===== src/color_table.svh =====
`ifndef color_table_svh
`define color_table_svh

// RGB565 colors drawn by the engine.
// Layout is R[15:11] G[10:5] B[4:0].

localparam logic [15:0] color_clear  = 16'h1986; // Background.
localparam logic [15:0] color_green  = 16'h07E0; // Frame lines.
localparam logic [15:0] color_yellow = 16'hFFE0; // Center line.
localparam logic [15:0] color_pink   = 16'hF81F; // Axis and sine wave.

`endif

===== src/draw_pkg.sv =====
package draw_pkg;

  `include "color_table.svh"

  //////////////////////////////
  // Screen geometry.
  localparam int scr_width  = 480;                    // Pixels per row.
  localparam int scr_height = 800;                    // Rows.
  localparam int scr_pixels = scr_width * scr_height; // 384000 pixels.

  // Sine plot geometry.
  localparam int sine_period  = 120;                       // Samples per period.
  localparam int sine_periods = 5;
  localparam int sine_points  = sine_period * sine_periods; // One point per row.
  localparam int sine_quarter = sine_period / 4;            // Quarter-wave length.
  localparam int sine_amp     = 63;                         // Mid level and amplitude.
  localparam int sine_x0      = 250;                        // Left edge of plot.
  localparam int sine_y0      = 100;                        // First plot row.
  localparam int sine_row0    = sine_y0 * scr_width;        // Address of first plot row.

  //////////////////////////////
  // Types.
  typedef logic [23:0] sdram_addr_t; // y*480+x, Bank(2)+Row(13)+Column(9).
  typedef logic [15:0] pixel_t;      // RGB565.
  typedef logic [3:0]  draw_cmd_t;

  localparam draw_cmd_t cmd_clear = 4'd0; // Clear screen.
  localparam draw_cmd_t cmd_image = 4'd1; // Fixed test image.
  localparam draw_cmd_t cmd_sine  = 4'd2; // Sine plot.

  // One run of equally spaced pixels.
  typedef struct packed {
    sdram_addr_t start;  // First pixel.
    logic [23:0] count;  // Pixels, at least one.
    logic [9:0]  stride; // 1 for rows, 480 for columns.
    pixel_t      color;
  } span_t;

  // SDRAM write port.
  typedef struct packed {
    sdram_addr_t addr;
    pixel_t      data;
    logic        req;
  } sdram_wr_t;

  //////////////////////////////
  // Fixed spans of the drawing programs.
  localparam span_t span_clear = '{start: '0, count: 24'(scr_pixels),
                                   stride: 10'd1, color: color_clear};
  // (10,10) to (470,10).
  localparam span_t span_img_top = '{start: sdram_addr_t'(10 * scr_width + 10),
                                     count: 24'd461, stride: 10'd1, color: color_green};
  // (10,790) to (470,790).
  localparam span_t span_img_bottom = '{start: sdram_addr_t'(790 * scr_width + 10),
                                        count: 24'd461, stride: 10'd1, color: color_green};
  // (10,10) to (10,790).
  localparam span_t span_img_left = '{start: sdram_addr_t'(10 * scr_width + 10),
                                      count: 24'd781, stride: 10'(scr_width),
                                      color: color_green};
  // (470,10) to (470,790).
  localparam span_t span_img_right = '{start: sdram_addr_t'(10 * scr_width + 470),
                                       count: 24'd781, stride: 10'(scr_width),
                                       color: color_green};
  // (240,10) to (240,790).
  localparam span_t span_img_center = '{start: sdram_addr_t'(10 * scr_width + 240),
                                        count: 24'd781, stride: 10'(scr_width),
                                        color: color_yellow};
  // Axis (300,100) to (300,600).
  localparam span_t span_axis = '{start: sdram_addr_t'(100 * scr_width + 300),
                                  count: 24'd501, stride: 10'(scr_width),
                                  color: color_pink};

endpackage


===== src/draw_top.sv =====
`timescale 1ns/1ps

module draw_top import draw_pkg::*; (
  input  logic      clk,
  input  logic      rst_n,
  input  logic      en,
  input  draw_cmd_t cmd,
  output logic      draw_done,
  output sdram_wr_t wr,
  input  logic      wr_done
);

  // Sequencer to span writer.
  span_t      span;
  logic       span_start;
  logic       span_busy;
  logic       span_done;

  // Sequencer to sine ROM.
  logic [6:0] sine_idx;
  logic [6:0] sine_val;

  draw_core u_core (
    .clk        (clk),
    .rst_n      (rst_n),
    .en         (en),
    .cmd        (cmd),
    .draw_done  (draw_done),
    .sine_idx   (sine_idx),
    .sine_val   (sine_val),
    .span       (span),
    .span_start (span_start),
    .span_busy  (span_busy),
    .span_done  (span_done)
  );

  sine_rom u_rom (
    .clk (clk),
    .idx (sine_idx),
    .val (sine_val)
  );

  span_writer u_writer (
    .clk     (clk),
    .rst_n   (rst_n),
    .start   (span_start),
    .span    (span),
    .busy    (span_busy),
    .done    (span_done),
    .wr      (wr),
    .wr_done (wr_done)
  );

endmodule


===== src/draw_core.sv =====
`timescale 1ns/1ps

module draw_core import draw_pkg::*; (
  input  logic       clk,
  input  logic       rst_n,
  input  logic       en,
  input  draw_cmd_t  cmd,
  output logic       draw_done,  // Pulse at end of drawing.
  output logic [6:0] sine_idx,
  input  logic [6:0] sine_val,   // Valid one cycle after sine_idx.
  output span_t      span,
  output logic       span_start,
  input  logic       span_busy,
  input  logic       span_done
);

  typedef enum logic [1:0] {
    st_idle,   // Waiting for en.
    st_rom,    // Sine ROM read.
    st_issue,  // Hand span to writer.
    st_wait    // Span in progress.
  } core_state_t;

  core_state_t state;
  draw_cmd_t   cmd_q;     // Latched command.
  logic [2:0]  step;      // Span index within the program.
  logic [9:0]  point;     // Sine point 0..599.
  sdram_addr_t row_base;  // Row address of the current sine point.
  span_t       next_span;
  logic        cmd_valid;
  logic        last_span;

  assign cmd_valid = (cmd == cmd_clear) || (cmd == cmd_image) || (cmd == cmd_sine);

  //////////////////////////////
  // Program tables.
  always_comb begin
    next_span = span_axis;
    case (cmd_q)
      cmd_clear: next_span = span_clear;
      cmd_image: begin
        case (step)
          3'd0:    next_span = span_img_top;
          3'd1:    next_span = span_img_bottom;
          3'd2:    next_span = span_img_left;
          3'd3:    next_span = span_img_right;
          3'd4:    next_span = span_img_center;
          default: next_span = span_axis; // Axis closes the image.
        endcase
      end
      default: begin
        if (step != 3'd0) begin           // Single sine point after the axis.
          next_span.start  = row_base + sdram_addr_t'(sine_x0) + {17'd0, sine_val};
          next_span.count  = 24'd1;
          next_span.stride = 10'd1;
          next_span.color  = color_pink;
        end
      end
    endcase
  end

  always_comb begin
    case (cmd_q)
      cmd_clear: last_span = 1'b1;
      cmd_image: last_span = (step == 3'd5);
      default:   last_span = (step != 3'd0) && (point == 10'(sine_points - 1));
    endcase
  end

  //////////////////////////////
  // Sequencer.
  always_ff @(posedge clk or negedge rst_n) begin
    if (!rst_n) begin
      state      <= st_idle;
      cmd_q      <= cmd_clear;
      step       <= '0;
      point      <= '0;
      sine_idx   <= '0;
      row_base   <= '0;
      span_start <= 1'b0;
      draw_done  <= 1'b0;
    end else begin
      span_start <= 1'b0;
      draw_done  <= 1'b0;
      case (state)
        st_idle: begin
          if (en && cmd_valid) begin  // Other codes keep the core idle.
            cmd_q    <= cmd;
            step     <= '0;
            point    <= '0;
            sine_idx <= '0;
            row_base <= sdram_addr_t'(sine_row0);
            state    <= st_issue;
          end
        end
        st_rom: state <= st_issue;    // sine_val settles here.
        st_issue: begin
          if (!span_busy) begin
            span_start <= 1'b1;
            state      <= st_wait;
          end
        end
        st_wait: begin
          if (span_done) begin
            if (last_span) begin
              draw_done <= 1'b1;
              state     <= st_idle;
            end else if (cmd_q == cmd_image) begin
              step  <= step + 3'd1;
              state <= st_issue;
            end else if (step == 3'd0) begin
              step  <= 3'd1;         // Axis drawn, points follow.
              state <= st_rom;
            end else begin
              point    <= point + 10'd1;
              sine_idx <= (sine_idx == 7'(sine_period - 1)) ? 7'd0 : sine_idx + 7'd1;
              row_base <= row_base + sdram_addr_t'(scr_width); // Next row.
              state    <= st_rom;
            end
          end
        end
        default: state <= st_idle;
      endcase
    end
  end

  // Span fields load with span_start.
  always_ff @(posedge clk) begin
    if (state == st_issue && !span_busy) begin
      span <= next_span;
    end
  end

endmodule


===== src/span_writer.sv =====
`timescale 1ns/1ps

module span_writer import draw_pkg::*; (
  input  logic      clk,
  input  logic      rst_n,
  input  logic      start,   // One-cycle span request.
  input  span_t     span,    // Captured at start.
  output logic      busy,
  output logic      done,    // Pulse after last pixel.
  output sdram_wr_t wr,
  input  logic      wr_done  // Pulse from SDRAM controller.
);

  typedef enum logic [1:0] {
    st_idle,
    st_request,
    st_step
  } wr_state_t;

  wr_state_t   state;
  logic [23:0] remain; // Pixels left including the current one.
  logic        req;
  sdram_addr_t addr;   // Current pixel address.
  logic [9:0]  stride;
  pixel_t      color;
  logic        last;   // Current pixel ends the span.

  assign last = (remain == 24'd1);

  //////////////////////////////
  // Control path.
  always_ff @(posedge clk or negedge rst_n) begin
    if (!rst_n) begin
      state  <= st_idle;
      req    <= 1'b0;
      busy   <= 1'b0;
      done   <= 1'b0;
      remain <= '0;
    end else begin
      done <= 1'b0; // Pulse by default.
      case (state)
        st_idle: begin
          if (start) begin
            remain <= span.count;
            req    <= 1'b1;      // First request one cycle after start.
            busy   <= 1'b1;
            state  <= st_request;
          end
        end
        st_request: begin
          if (wr_done) begin     // Hold request until controller is done.
            req   <= 1'b0;
            state <= st_step;
          end
        end
        st_step: begin
          if (last) begin
            done  <= 1'b1;       // Busy drops with done.
            busy  <= 1'b0;
            state <= st_idle;
          end else begin
            remain <= remain - 24'd1;
            req    <= 1'b1;
            state  <= st_request;
          end
        end
        default: state <= st_idle;
      endcase
    end
  end

  //////////////////////////////
  // Address and data.
  always_ff @(posedge clk) begin
    if (state == st_idle && start) begin
      addr   <= span.start;
      stride <= span.stride;
      color  <= span.color;
    end else if (state == st_step && !last) begin
      addr <= addr + {14'd0, stride}; // Next pixel of the span.
    end
  end

  assign wr.addr = addr;
  assign wr.data = color;
  assign wr.req  = req;

endmodule


===== src/sine_rom.sv =====
`timescale 1ns/1ps

module sine_rom import draw_pkg::*; (
  input  logic       clk,
  input  logic [6:0] idx, // Sample 0..119.
  output logic [6:0] val  // Plot offset 0..126.
);

  logic [4:0] tab_idx; // Quarter-wave index 0..30.
  logic       neg;     // Lower half of the period.
  logic [5:0] q;       // Quarter-wave magnitude.

  // Fold the sample into a quadrant.
  always_comb begin
    if (idx <= 7'(sine_quarter)) begin
      tab_idx = 5'(idx);                            // Rising from zero.
      neg     = 1'b0;
    end else if (idx <= 7'(2 * sine_quarter)) begin
      tab_idx = 5'(7'(2 * sine_quarter) - idx);     // Falling to zero.
      neg     = 1'b0;
    end else if (idx <= 7'(3 * sine_quarter)) begin
      tab_idx = 5'(idx - 7'(2 * sine_quarter));     // Falling below zero.
      neg     = 1'b1;
    end else begin
      tab_idx = 5'(7'(sine_period) - idx);          // Rising back to zero.
      neg     = 1'b1;
    end
  end

  // round(63*sin(2*pi*k/120)) for k = 0..30.
  always_comb begin
    case (tab_idx)
      5'd0:    q = 6'd0;
      5'd1:    q = 6'd3;
      5'd2:    q = 6'd7;
      5'd3:    q = 6'd10;
      5'd4:    q = 6'd13;
      5'd5:    q = 6'd16;
      5'd6:    q = 6'd19;
      5'd7:    q = 6'd23;
      5'd8:    q = 6'd26;
      5'd9:    q = 6'd29;
      5'd10:   q = 6'd31;
      5'd11:   q = 6'd34;
      5'd12:   q = 6'd37;
      5'd13:   q = 6'd40;
      5'd14:   q = 6'd42;
      5'd15:   q = 6'd45;
      5'd16:   q = 6'd47;
      5'd17:   q = 6'd49;
      5'd18:   q = 6'd51;
      5'd19:   q = 6'd53;
      5'd20:   q = 6'd55;
      5'd21:   q = 6'd56;
      5'd22:   q = 6'd58;
      5'd23:   q = 6'd59;
      5'd24:   q = 6'd60;
      5'd25:   q = 6'd61;
      5'd26:   q = 6'd62;
      5'd27:   q = 6'd62;
      5'd28:   q = 6'd63;
      5'd29:   q = 6'd63;
      5'd30:   q = 6'd63;
      default: q = 6'd0; // Unused entry.
    endcase
  end

  // Registered read, one cycle like a block RAM.
  always_ff @(posedge clk) begin
    val <= neg ? 7'(sine_amp) - {1'b0, q} : 7'(sine_amp) + {1'b0, q};
  end

endmodule


===== config.mk =====
export PLATFORM = sky130hd
export DESIGN_NAME = draw_top
export DESIGN_NICKNAME = d
export VERILOG_FILES = /design/src/draw_pkg.sv /design/src/draw_top.sv /design/src/draw_core.sv /design/src/span_writer.sv /design/src/sine_rom.sv
export VERILOG_INCLUDE_DIRS = /design/src
export SDC_FILE = /design/constraint.sdc
export NUM_CORES = 1
export LEC_CHECK = 0
export BUFFER_PORTS_ARGS = -buffer_cell sky130_fd_sc_hd__buf_4
export CAP_MARGIN = 20
export CELL_PAD_IN_SITES_DETAIL_PLACEMENT = 1
export CELL_PAD_IN_SITES_GLOBAL_PLACEMENT = 1
export CORE_MARGIN = 1.5
export CORE_UTILIZATION = 48
export CTS_CLUSTER_DIAMETER = 40
export DETAILED_ROUTE_END_ITERATION = 7
export GPL_TIMING_DRIVEN = 0
export PLACE_DENSITY = 0.89
export SYNTH_ARGS = -nofsm -noshare
export SYNTH_HDL_FRONTEND = slang
export SYNTH_SLANG_ARGS = --single-unit

===== constraint.sdc =====
create_clock -name clk -period 4 [get_ports clk]
set_input_delay 1 -clock clk [delete_from_list [all_inputs] [get_ports clk]]
set_output_delay 1 -clock clk [all_outputs]
set_load 0.05 [all_outputs]

Word level (Yosys, flattened, before mapping)
Memories as Yosys holds them, arrays and structs flattened.
Cells that the tools add are included.
Word-level totals
  word-level logic and storage cells: 155
  input port bits: 8
  memory bits (read-only): 192
  memories: 1
  flip-flop bits (word level): 212
Memories
  (name not given): depth 32, width 6, read ports 1, clocked after memory_dff 0, wr ports 0, line sine_rom.sv:32  | case (tab_idx)
Operators by class
  reductions and logical operators: 27
  $lt $le $gt $ge: 3
  equal/unequal tests: 27
  $add $sub $neg: 13
  mux-type cells: 63
Operators by type and width (count)
  $pmux 69 s5: 1
  $mux 24: 9
  $pmux 74 s2: 1
  $pmux 24 s2: 2
  $mux 74: 1
  $mux 10: 5
  $mux 7: 7
  $add 24x10->24: 1
  $add 24x7->24: 1
  $add 24x8->24 const B: 1
  $add 24x9->24 const B: 1
  $eq 24x1->1 const B: 1
  $sub 24x1->24 const B: 1
  $pmux 10 s2: 1
  $mux 3: 5
  $mux 5: 3
  $mux 1: 14
  $mux 2: 7
  $ne 2x2->1 const B: 7
  $pmux 7 s2: 1
  $add 10x1->10 const B: 1
  $eq 10x10->1 const B: 1
  $sub 5x5->5 const A: 2
  $reduce_and 3->1: 3
  35 further kinds: 56

Longest topological paths before layout
Gate-level depths: netlist (run 1).
  word-level depth: 7
  depth in mapped cells: 16

By module
A second synthesis (run 1) with hierarchy kept.
Unflattened totals
  cell total of the unflattened synthesis: 1044
  area, all modules: 10092.2 µm²
Modules (own cells, without submodules)
  draw_core: area an instance 4948.5 µm², times used 1, cells an instance 513, seq. area each 2317.2 µm²
  span_writer: area an instance 4046.4 µm², times used 1, cells an instance 398, seq. area each 2227.1 µm²
  sine_rom: area an instance 1097.3 µm², times used 1, cells an instance 133, seq. area each 140.1 µm²

Least setup slack after synthesis (run 1)
No wires, ideal clock.
  path type: flip-flop to flip-flop
  start point: register u_core.sine_idx[0]
  end point: register u_rom.val[5]
  stages on the path, launching flop included: 16
  data required time: 3.872 ns
  slack: 0.372 ns
  clock period less this slack: 3.628 ns
  arrival: 3.500 ns
  path buffers: 1
  cell sequence: dfrtp_1 > clkbuf_1 > inv_1 > ha_1 > and2_1 > o21a_1 > o21ai_0 > mux2i_1 > inv_1 > ha_1 > a21oi_1 > a2111oi_0 > a211o_1 > and4b_1 > a31oi_1 > xor2_1
Between the ends
  word-level cells in the longest chain between the ends: 7
  elaborated cells on any way between the ends: 15
  classes of those cells: add/sub: 5; order compare: 3; mux: 6; memory: 1
Ends and longest elaborated chain
  start: declaration: line draw_core.sv:9  | output logic [6:0] sine_idx,
  start signal: assignment: line draw_core.sv:116  | sine_idx <= (sine_idx == 7'(sine_period - 1)) ? 7'd0 : sine_idx + 7'd1;
  $le 7x7->1 (tied with other cells): line sine_rom.sv:21  | end else if (idx <= 7'(3 * sine_quarter)) begin
  $mux 5: line sine_rom.sv:21
  $mux 5: line sine_rom.sv:18  | end else if (idx <= 7'(2 * sine_quarter)) begin
  $mux 5: line sine_rom.sv:15  | if (idx <= 7'(sine_quarter)) begin
  $mem_v2 32x6
  $add 6x6->7 or $sub 6x6->7 (tied branches): line sine_rom.sv:70  | val <= neg ? 7'(sine_amp) - {1'b0, q} : 7'(sine_amp) + {1'b0, q};
  $mux 7 (*): line sine_rom.sv:70
  end signal: assignment: line sine_rom.sv:70
  end: declaration: line sine_rom.sv:6  | output logic [6:0] val
Every way passes the cells marked *; elsewhere a longest branch is shown, timed or not.
A chain may end at the register's enable or synchronous reset.

Worst setup path in the final report (run 1)
  start point: register u_core.sine_idx[0]
  end point: register u_rom.val[4]
The elaborated chain is that of the path after synthesis.

==> results of run 1 <==
## timing repair
| item | CTS | global route |
|---|---|---|
| pin swaps | 0 | 2 |
| gates resized for setup | 6 | 11 |
| endpoints found under the setup margin | 6 | 6 |
| setup buffers | 2 | 3 |
## logic make-up (layout without fill, tap and decap cells)
logic type | after synthesis | in the layout | synth area share, %
simple gates | 329 | 329 | 18.0
other cells | 1 | 1 | 0.0426
fa+ha+maj | 43 | 43 | 6.19
mux | 7 | 7 | 0.867
buf+inv | 91 | 180 | 4.39
compound gates | 237 | 237 | 17.0
xor+xnor | 65 | 65 | 6.46
flops | 153 | 153 | 47.1
## flip-flops by register name, summed over array words and instances (netlist names), 2 cells and up
register,cells
u_writer.stride,2
u_core.span,38
u_writer.addr,24
u_writer.state,2
u_core.sine_idx,7
u_core.step,3
u_core.point,10
u_core.cmd_q,4
u_writer.remain,24
u_writer.color,6
u_core.state,2
u_core.row_base,19
u_rom.val,7
## worst reg2reg max path, stage by stage (launching register included)
cell	delay, ns
dfrtp_2	0.44
buf_4	0.21
clkinvlp_4	0.15
ha_1	0.24
and2_1	0.18
o21a_1	0.19
o21ai_1	0.19
mux2i_2	0.36
ha_2	0.30
nand2_1	0.07
a211oi_1	0.25
nor4_1	0.08
a211o_1	0.29
nor2b_1	0.22
ha_1	0.25
a31oi_1	0.11
xor2_1	0.16
## per-layer routing
| metal | GRT usage [%] | wire, um |
|---|---|---|
| met2 | 48.9 | 13600 |
| met5 | 0 | 0 |
| met4 | 12.2 | 867 |
| met1 | 33.4 | 10800 |
| met3 | 4.88 | 994 |
## cell type report
| cell class | instances | area (um2) |
|---|---|---|
| buffer | 45 | 221 |
| clock inverter | 12 | 150 |
| multi-input combinational | 682 | 4300 |
| tap | 229 | 287 |
| clock buffer | 20 | 437 |
| sequential | 153 | 4150 |
| inverter | 46 | 176 |
| fill | 1998 | 7780 |
| timing repair buffer | 57 | 458 |
## cells in the mapped netlist, drive strengths merged (6+ instances only)
cell type	instances
clkbuf	28
nand2	90
nor4	7
nor2	86
ha	42
dfxtp	7
xnor2	40
o22ai	9
a21boi	6
edfxtp	70
or3	27
a21o	6
and2	10
nor3	26
nand4	9
a31oi	11
a21oi	57
dfrtp	76
nand3	36
xor2	25
and3	13
o21ai	83
buf	17
nand2b	6
inv	46
## stage by stage
step | hold WS [ns] | std cells | setup TNS [ns] | worst slack (ns) | area, um2
floorplan | 0.400 | 926 | 0 | 0.372 | 8810
global placement | 0.401 | 1204 | -1.99 | -0.385 | 9460
detailed placement | 0.405 | 1206 | -2.19 | -0.405 | 9500
CTS | 0.419 | 1240 | 0 | 0.0472 | 10100
global route | 0.395 | 1244 | -0.0406 | -0.0357 | 10200
finish | 0.406 | 1244 | 0 | 0.186 | 10200
## worst paths after layout
kind / slack, ns / end / startpoint
max: 0.19 / u_rom.val[4] / u_core.sine_idx[0]
min: 0.41 / u_core.row_base[22] / rst_n
max reg2reg: 0.19 / u_rom.val[4] / u_core.sine_idx[0]
min reg2reg: 0.42 / u_writer.color[8] / u_core.span[8]
max in group asynchronous: 2.99 / u_writer.remain[20] / rst_n
min in group clk: 0.42 / u_writer.color[8] / u_core.span[8]
## power by group through the flow
stage / Combinational, uW / Sequential [uW] / Clock (uW)
5_1_grt: 4730 / 2700 / 1710
2_1_floorplan: 2720 / 2760 / 0
6_report: 4350 / 2650 / 1630
4_1_cts: 4220 / 2640 / 1640
3_3_place_gp: 3790 / 2610 / 0
3_5_place_dp: 4020 / 2640 / 0
==> out/metrics.csv, run 1 <==
metric,value,unit
clock_latency,0.43,ns
grt_first_pass_wirelength,42.4,mm
post_drt_wl_per_cell,21.1,um
finalSetupViolCount,0,
critical_path_class,flop to flop,
drv_slew,0,
path_cells,buf_4 -> clkinvlp_4 -> ha_1 -> and2_1 -> o21a_1 -> o21ai_1 -> mux2i_2 -> ha_2 -> nand2_1 -> a211oi_1 -> nor4_1 -> a211o_1 -> nor2b_1 -> ha_1 -> a31oi_1 -> xor2_1,
grt_pass1_vias,8104,
syn_area,8810,um2
fp.dieW,138,um
routed_wirelength,26.2,mm
final_antenna_net_count,0,
crit_top_cell,ha_1,
place_hpwl,17.4,mm
start_util,49.0,%
num_antenna_cells,0,
rows,49,
pwr-share-comb,50.4,%
slew_headroom,34.5,%
dieArea,19200,um2
track_usage,27.8,%
worst_path_max_delay_cell,dfrtp_2,
p_seq_share,30.7,%
synth-async-reset-ratio,49.7,%
p_leak,0.00406,uW
yosys_warnings,0,
critPathMaxFanout,10,
grt_max_degree,77,
drive_above_1_share,12.5,%
synth_ff_type,dfrtp_1,
core_area,18000,um2
cts_tree,yes,
power.internal,4750,uW
drt_iter0_markers,575,
hold_buffers,0,
swShare,44.9,%
pwr-share-clk,18.9,%
utilization,56.7,%
vias,7644,
fp.dieH,138,um
netlist.area_leader.share,23.9,%
fmax,262,MHz
status,finished clean,
final_nets,1053,
numCtsBuffers,17,
crit_required,4.31,ns
synth_edf_count,70,
cp.depth,16,
grt_overflow,0,
worst_pin_slew,0.982,ns
ios,50,
final_cell_mix,"90 x nand2_1, 86 x nor2_1, 80 x o21ai_0",
period_share,95.3,%
arrival,4.13,ns
cts.sinks,153,
postSynthAreaPerCell,9.51,um2
drt-pass1-iter-count,5,
path_clk_slew,0.06,ns
p_per_area,847,nW/um2
synth_nets,977,
syn_to_final_growth,15.6,%
hold_viol_final,0,
finalPower,8630,uW
cts_buffer_depth,2,
yosysTopAreaCell,edfxtp_1,
ys_types,76,
antenna_found_initial,0,
max_stage_delay,0.44,ns
vdd_drop_max,0.517,mV
viasPerCell,6.14,
h-tree-depth,4,
finClkSkew,0.0117,ns
synth_seq_cells,153,
period_minus_slack,3.81,ns
ff2ff_path_depth,16,
switching_power,3880,uW
io_buffers,49,
yosysSeqAreaShare,47.1,%
place_congestion,0.865,
critPathBufInv,2,
critPathTopFamily,compound AO/OA/AOI/OAI gates,
syn_inst,926,
synth.area.top_cells,"edfxtp_1 24%, dfrtp_1 22%, ha_1 6.0%",
maxCapViolCount,0,
hp-class,primary input to asynchronous set/reset pin,
final_common_cell,nand2_1,
cts_root_buffer,clkbuf_16,
drc,0,
cp-end-kind,flop,
worst_setup_path_start_kind,flop,
Note: power is estimated with default switching activity, not from simulation.
==> run 2: changes to the inputs <==
--- a/config.mk
+++ b/config.mk
@@ -15,6 +15,7 @@
 export CTS_CLUSTER_DIAMETER = 40
 export DETAILED_ROUTE_END_ITERATION = 7
 export GPL_TIMING_DRIVEN = 0
+export MAX_ROUTING_LAYER = met4
 export PLACE_DENSITY = 0.89
 export SYNTH_ARGS = -nofsm -noshare
 export SYNTH_HDL_FRONTEND = slang
==> run 2 against run 1 <==
  * Fmax increased by 2.4%
  * Non-clock buffer count decreased by 3
  * Largest power group unchanged
  * Clock power about the same
  * Highest routed layer unchanged
  * Worst setup slack improved by 0.091 ns
  * Worst hold slack improved by 0.013 ns
  * Critical path depth decreased by 4
==> out/metrics.csv, run 2 (synthesized netlist as in run 1, its figures left out) <==
metric,value,unit,change
fin_area,10100,um2,"was 10,200 um2"
largest_reg_flops,38,,unchanged
core_area,18000,um2,unchanged
drt-pass1-iter-count,5,,unchanged
slew_headroom,29.8,%,was 34.5%
cp-end-kind,flop,,unchanged
grt_first_pass_wirelength,41.7,mm,was 42.4 mm
cts.sinks,153,,unchanged
finalSetupViolCount,0,,unchanged
fp.dieH,138,um,unchanged
fillCellCount,1994,,"was 1,998"
critPathMaxFanout,8,,was 10
crit_required,4.26,ns,was 4.31 ns
final_common_cell,nand2_1,,unchanged
drv_slew,0,,unchanged
num_antenna_cells,0,,unchanged
final_nets,1050,,"was 1,053"
syn_to_final_growth,15.2,%,was 15.6%
hp-class,flop to flop,,was primary input to asynchronous set/reset pin
cts_buffer_depth,2,,unchanged
vdd_drop_max,0.527,mV,was 0.517 mV
numCtsBuffers,17,,unchanged
drt_iter0_markers,523,,was 575
cts_tree,yes,,unchanged
finClkSkew,0.0164,ns,was 0.0117 ns
fp.dieW,138,um,unchanged
status,finished clean,,unchanged
placed_area,9500,um2,unchanged
utilization,56.5,%,was 56.7%
track_usage,27.8,%,about the same
place_hpwl,17.2,mm,was 17.4 mm
final_cell_mix,"90 x nand2_1, 86 x nor2_1, 81 x o21ai_0",,"was 90 x nand2_1, 86 x nor2_1, 80 x o21ai_0"
period_share,93.1,%,was 95.3%
start_util,49.0,%,unchanged
p_leak,0.00405,uW,was 0.00406 uW
setup-tns-final,0,ns,unchanged
startpoint,u_writer.remain[0],,was u_core.sine_idx[0]
cts_root_buffer,clkbuf_16,,unchanged
critical_path_class,flop to flop,,unchanged
p_per_area,840,nW/um2,was 847 nW/um2
routed_wirelength,25.3,mm,was 26.2 mm
maxCapViolCount,0,,unchanged
io_buffers,49,,unchanged
vias,7517,,"was 7,644"
drive_above_1_share,12.5,%,about the same
regMostFlops,u_core.span,,unchanged
viasPerCell,6.06,,was 6.14
grt_max_degree,77,,unchanged
dieArea,19200,um2,unchanged
arrival,3.99,ns,was 4.13 ns
final_antenna_net_count,0,,unchanged
rsz0062_at_grt,no,,
hold_viol_final,0,,unchanged
timing.rr.start,u_writer.remain[0],,was u_core.sine_idx[0]
grt_pass1_vias,7899,,"was 8,104"
worst_pin_slew,1.05,ns,was 0.982 ns
top_regs,"u_core.span: 38 flops, u_writer.addr: 24 flops, u_writer.remain: 24 flops",,unchanged
place_congestion,0.868,,was 0.865
worstHoldStart,u_core.span[2],,
antenna_found_initial,0,,unchanged
clock_latency,0.44,ns,was 0.43 ns
period_minus_slack,3.72,ns,was 3.81 ns
post_drt_wl_per_cell,20.4,um,was 21.1 um
hold_buffers,0,,unchanged
h-tree-depth,4,,unchanged
drc,0,,unchanged
worst_setup_path_start_kind,flop,,unchanged
grt_overflow,0,,unchanged
rows,49,,unchanged
path_clk_slew,0.07,ns,was 0.06 ns
ios,50,,unchanged
fmax,269,MHz,was 262 MHz
[run 2: cell count changes in the layout (fill, tap and decap cells not counted)]
cell	previous run	this run
buf_4	66	63
buf_16	1	0
clkbuf_1	28	25
o21ai_1	2	1
inv_1	45	46
o21ai_0	80	81
bufinv_16	3	2
clkbuf_8	0	2
clkinv_4	1	3
clkbuf_4	0	1
inv_6	1	2
clkinv_1	2	1
clkinv_2	1	0
[run 2: path summary, 6_finish.rpt]
kind                                        to  slack, ns  depth (start not counted)
hold / removal               u_writer.color[2]       0.42                          0
setup reg to reg           u_writer.remain[22]       0.28                         12
max in group asynchronous   u_core.sine_idx[0]       2.54                          1
hold reg to reg              u_writer.color[2]       0.42                          0
min in group asynchronous  u_core.row_base[18]       0.72                          1
setup / recovery           u_writer.remain[22]       0.28                         12
[run 2: report_power, final]
part           internal [uW]  switching, uW
clock network            955            685
logic                   1510           2730
registers               2220            425
total                   4680           3840
[run 2: metrics by stage]
step                      cells  hold slack [ns]  worst slack (ns)  total power (uW)
after floorplan             926            0.400             0.372              5480
after global placement     1204            0.401            -0.376              6400
after detailed placement   1206            0.406            -0.458              6700
after CTS                  1239            0.420            0.0791              8460
after global routing       1241            0.428            0.0369              9040
final                      1241            0.420             0.277              8520
[run 2: worst max-delay path, stage by stage (launching register included)]
cell and delay [ns]:
dfrtp_1 0.45, inv_1 0.11, ha_1 0.22, or3b_2 0.51, or3_1 0.34, clkbuf_1 0.22
nor3_1 0.50, nand2_1 0.18, nor3_1 0.40, nand2_1 0.17, nor3_1 0.21, xnor2_1 0.16
nor2_1 0.07
[run 2: timing repair]
item	CTS	global route
buffers inserted	1	2
endpoints found under the setup margin	6	6
cloned	0	0
resized for setup	5	9
pin swaps	0	1
[run 2: per-layer routing]
layer / vias up / share of wire [%] / GRT usage [%]
li1: 3470 / - / -
met1: 3737 / 42 / 33.6
met2: 252 / 51 / 47.1
met3: 58 / 4.4 / 4.05
met4: 0 / 2.9 / 10.5
met5: - / 0 / -
[run 2: layout make-up]
class | instances | area, um2 | share of cell area (%)
clock buffers | 19 | 453 | 4.47
clock inverters | 13 | 145 | 1.43
flip-flops and latches | 153 | 4150 | 40.9
inverters | 46 | 173 | 1.70
repair buffers | 54 | 415 | 4.10
well taps | 229 | 287 | 2.82
multi-input cells | 682 | 4300 | 42.4
plain buffers | 45 | 221 | 2.18
==> run 3: changes to the inputs <==
--- a/config.mk
+++ b/config.mk
@@ -8,15 +8,14 @@
 export LEC_CHECK = 0
 export BUFFER_PORTS_ARGS = -buffer_cell sky130_fd_sc_hd__buf_4
 export CAP_MARGIN = 20
-export CELL_PAD_IN_SITES_DETAIL_PLACEMENT = 1
-export CELL_PAD_IN_SITES_GLOBAL_PLACEMENT = 1
+export CORE_ASPECT_RATIO = 1.2
 export CORE_MARGIN = 1.5
-export CORE_UTILIZATION = 48
+export CORE_UTILIZATION = 55
 export CTS_CLUSTER_DIAMETER = 40
 export DETAILED_ROUTE_END_ITERATION = 7
 export GPL_TIMING_DRIVEN = 0
 export MAX_ROUTING_LAYER = met4
-export PLACE_DENSITY = 0.89
+export PLACE_DENSITY = 0.82
 export SYNTH_ARGS = -nofsm -noshare
 export SYNTH_HDL_FRONTEND = slang
 export SYNTH_SLANG_ARGS = --single-unit
==> constraint.sdc (replaced) <==
create_clock -name clk -period 4.2 [get_ports clk]
set_input_delay 1.05 -clock clk [delete_from_list [all_inputs] [get_ports clk]]
set_output_delay 1.05 -clock clk [all_outputs]
set_load 0.05 [all_outputs]
==> run 3 against run 2 <==
  * Non-clock buffer count unchanged
  * Via count shrank 3.7%
  * Global-route usage is 2.7 points lower
  * Die area decreased by 12%
==> out/metrics.csv, run 3 (synthesized netlist as in run 1, its figures left out) <==
metric,value,unit,change
status,finished clean,,unchanged
utilization,64.8,%,was 56.5%
pwr-share-comb,48.4,%,was 49.8%
use_met3,5.14,%,was 4.05%
drv_slew,0,,unchanged
pwr-share-clk,20.1,%,was 19.2%
grt_max_degree,77,,unchanged
period_share,93.6,%,was 93.1%
drive_above_1_share,11.9,%,was 12.5%
finalSetupViolCount,0,,unchanged
period_minus_slack,3.93,ns,was 3.72 ns
track_usage,25.1,%,was 27.8%
path_cells,clkbuf_2 -> inv_1 -> ha_1 -> a21bo_2 -> and4_1 -> a211oi_1 -> o21ai_0 -> nand2_1 -> mux2i_1 -> nor2b_1 -> ha_1 -> and3_1 -> a31oi_1,,was inv_1 -> ha_1 -> or3b_2 -> or3_1 -> clkbuf_1 -> nor3_1 -> nand2_1 -> nor3_1 -> nand2_1 -> nor3_1 -> xnor2_1 -> nor2_1
place_hpwl,13.9,mm,was 17.2 mm
final_cell_mix,"90 x nand2_1, 86 x nor2_1, 81 x o21ai_0",,unchanged
cts_root_buffer,clkbuf_16,,unchanged
slew_headroom,30.8,%,was 29.8%
critPathBufInv,2,,unchanged
p_leak,0.00408,uW,was 0.00405 uW
antenna_found_initial,0,,unchanged
core_area,15600,um2,"was 18,000 um2"
regMostFlops,u_core.span,,unchanged
arrival,4.22,ns,was 3.99 ns
grt_first_pass_wirelength,32.8,mm,was 41.7 mm
critical_path_class,flop to flop,,unchanged
p_seq_share,31.5,%,was 31.0%
cts_buffer_depth,2,,unchanged
vdd_drop_max,0.404,mV,was 0.527 mV
use_met2,42.7,%,was 47.1%
syn_to_final_growth,15.0,%,was 15.2%
finClkSkew,0.00833,ns,was 0.0164 ns
start_util,56.3,%,was 49.0%
place_congestion,1.01,,was 0.868
worst_pin_slew,1.04,ns,was 1.05 ns
largest_reg_flops,38,,unchanged
fmax,254,MHz,was 269 MHz
vias,7241,,"was 7,517"
grt_pass1_vias,6852,,"was 7,899"
h-tree-depth,4,,unchanged
path_clk_slew,0.06,ns,was 0.07 ns
swShare,43.0,%,was 45.1%
numCtsBuffers,17,,unchanged
max_stage_delay,0.49,ns,was 0.51 ns
drt-pass1-iter-count,5,,unchanged
post_drt_wl_per_cell,16.2,um,was 20.4 um
p_per_area,773,nW/um2,was 840 nW/um2
use_met1,30.0,%,was 33.6%
clock_latency,0.43,ns,was 0.44 ns
worst_path_max_delay_cell,dfrtp_1,,was or3b_2
io_buffers,49,,unchanged
critPathTopFamily,compound AO/OA/AOI/OAI gates,,was simple AND/OR/NAND/NOR gates
top_regs,"u_core.span: 38 flops, u_writer.addr: 24 flops, u_writer.remain: 24 flops",,unchanged
drt_iter0_markers,625,,was 523
fp.dieW,119,um,was 138 um
cts_tree,yes,,unchanged
num_antenna_cells,0,,unchanged
switching_power,3370,uW,was 3840 uW
rows,50,,was 49
power.internal,4470,uW,was 4680 uW
crit_top_cell,ha_1,,was nor3_1
cts.sinks,153,,unchanged
worst_setup_path_start_kind,flop,,unchanged
hold_buffers,0,,unchanged
ios,50,,unchanged
crit_required,4.49,ns,was 4.26 ns
final_antenna_net_count,0,,unchanged
hold_viol_final,0,,unchanged
cp-end-kind,flop,,unchanged
grt_overflow,0,,unchanged
maxCapViolCount,0,,unchanged
hp-class,flop to flop,,unchanged
fp.dieH,142,um,was 138 um
final_common_cell,nand2_1,,unchanged
dieArea,16800,um2,"was 19,200 um2"
hold_slack,0.424,ns,was 0.420 ns
grt_busiest_layer,met2,,unchanged
drc,0,,unchanged
critPathMaxFanout,10,,was 8
setup_ws,0.267,ns,was 0.277 ns
routed_wirelength,19.8,mm,was 25.3 mm
final_nets,1050,,unchanged
rsz0062_at_grt,no,,unchanged
dpl_worst_slack,-0.106,ns,was -0.458 ns
viasPerCell,5.94,,was 6.06
==> run 3: changes by cell type in the layout (fill, tap and decap cells not counted), sizes merged <==
| cell | before | now |
|---|---|---|
| inv | 48 | 51 |
| buf | 70 | 71 |
| clkinvlp | 5 | 1 |
==> run 3: layout make-up <==
cell class | count | area [um2]
clock inverter | 12 | 134
timing repair buffer | 54 | 435
inverter | 46 | 173
tap | 208 | 260
fill | 1233 | 5510
multi-input combinational | 682 | 4290
sequential | 153 | 4140
clock buffer | 20 | 479
buffer | 45 | 216
==> run 3: timing repair <==
action,CTS,global route
resized for setup,1,4
setup buffers,2,0
cloned,0,0
endpoints found under the setup margin,6,6
==> run 3: per-stage QoR <==
step / total power, uW / TNS, ns / cell area, um2 / cells
after floorplan: 5220 / 0 / 8810 / 926
after global placement: 6020 / -0.547 / 9440 / 1183
after detailed placement: 6140 / -0.280 / 9470 / 1185
after CTS: 7780 / 0 / 10100 / 1219
after global routing: 8350 / 0 / 10100 / 1220
final: 7840 / 0 / 10100 / 1220
==> run 3: power groups by stage <==
stage	sequential, uW	clock, uW	combinational, uW
after detailed placement	2480	0	3660
final	2470	1570	3790
after global routing	2520	1650	4170
after CTS	2460	1590	3730
after floorplan	2620	0	2590
after global placement	2470	0	3550
==> run 3: layer usage <==
layer | wire (um) | part of all wire, %
met5 | 0 | 0
met4 | 490 | 2.5
met3 | 981 | 5.0
met2 | 10100 | 51
met1 | 8180 | 41
==> run 3: worst paths after layout <==
kind,start,to,slack [ns],depth (start not counted)
hold reg to reg,u_core.span[14],u_writer.color[14],0.42,0
setup reg to reg,u_core.sine_idx[0],u_rom.val[6],0.27,13
max in group asynchronous,rst_n,u_core.state[0],3.18,2
min in group asynchronous,rst_n,u_core.span_start,0.45,1
setup / recovery,u_core.sine_idx[0],u_rom.val[6],0.27,13
hold / removal,u_core.span[14],u_writer.color[14],0.42,0
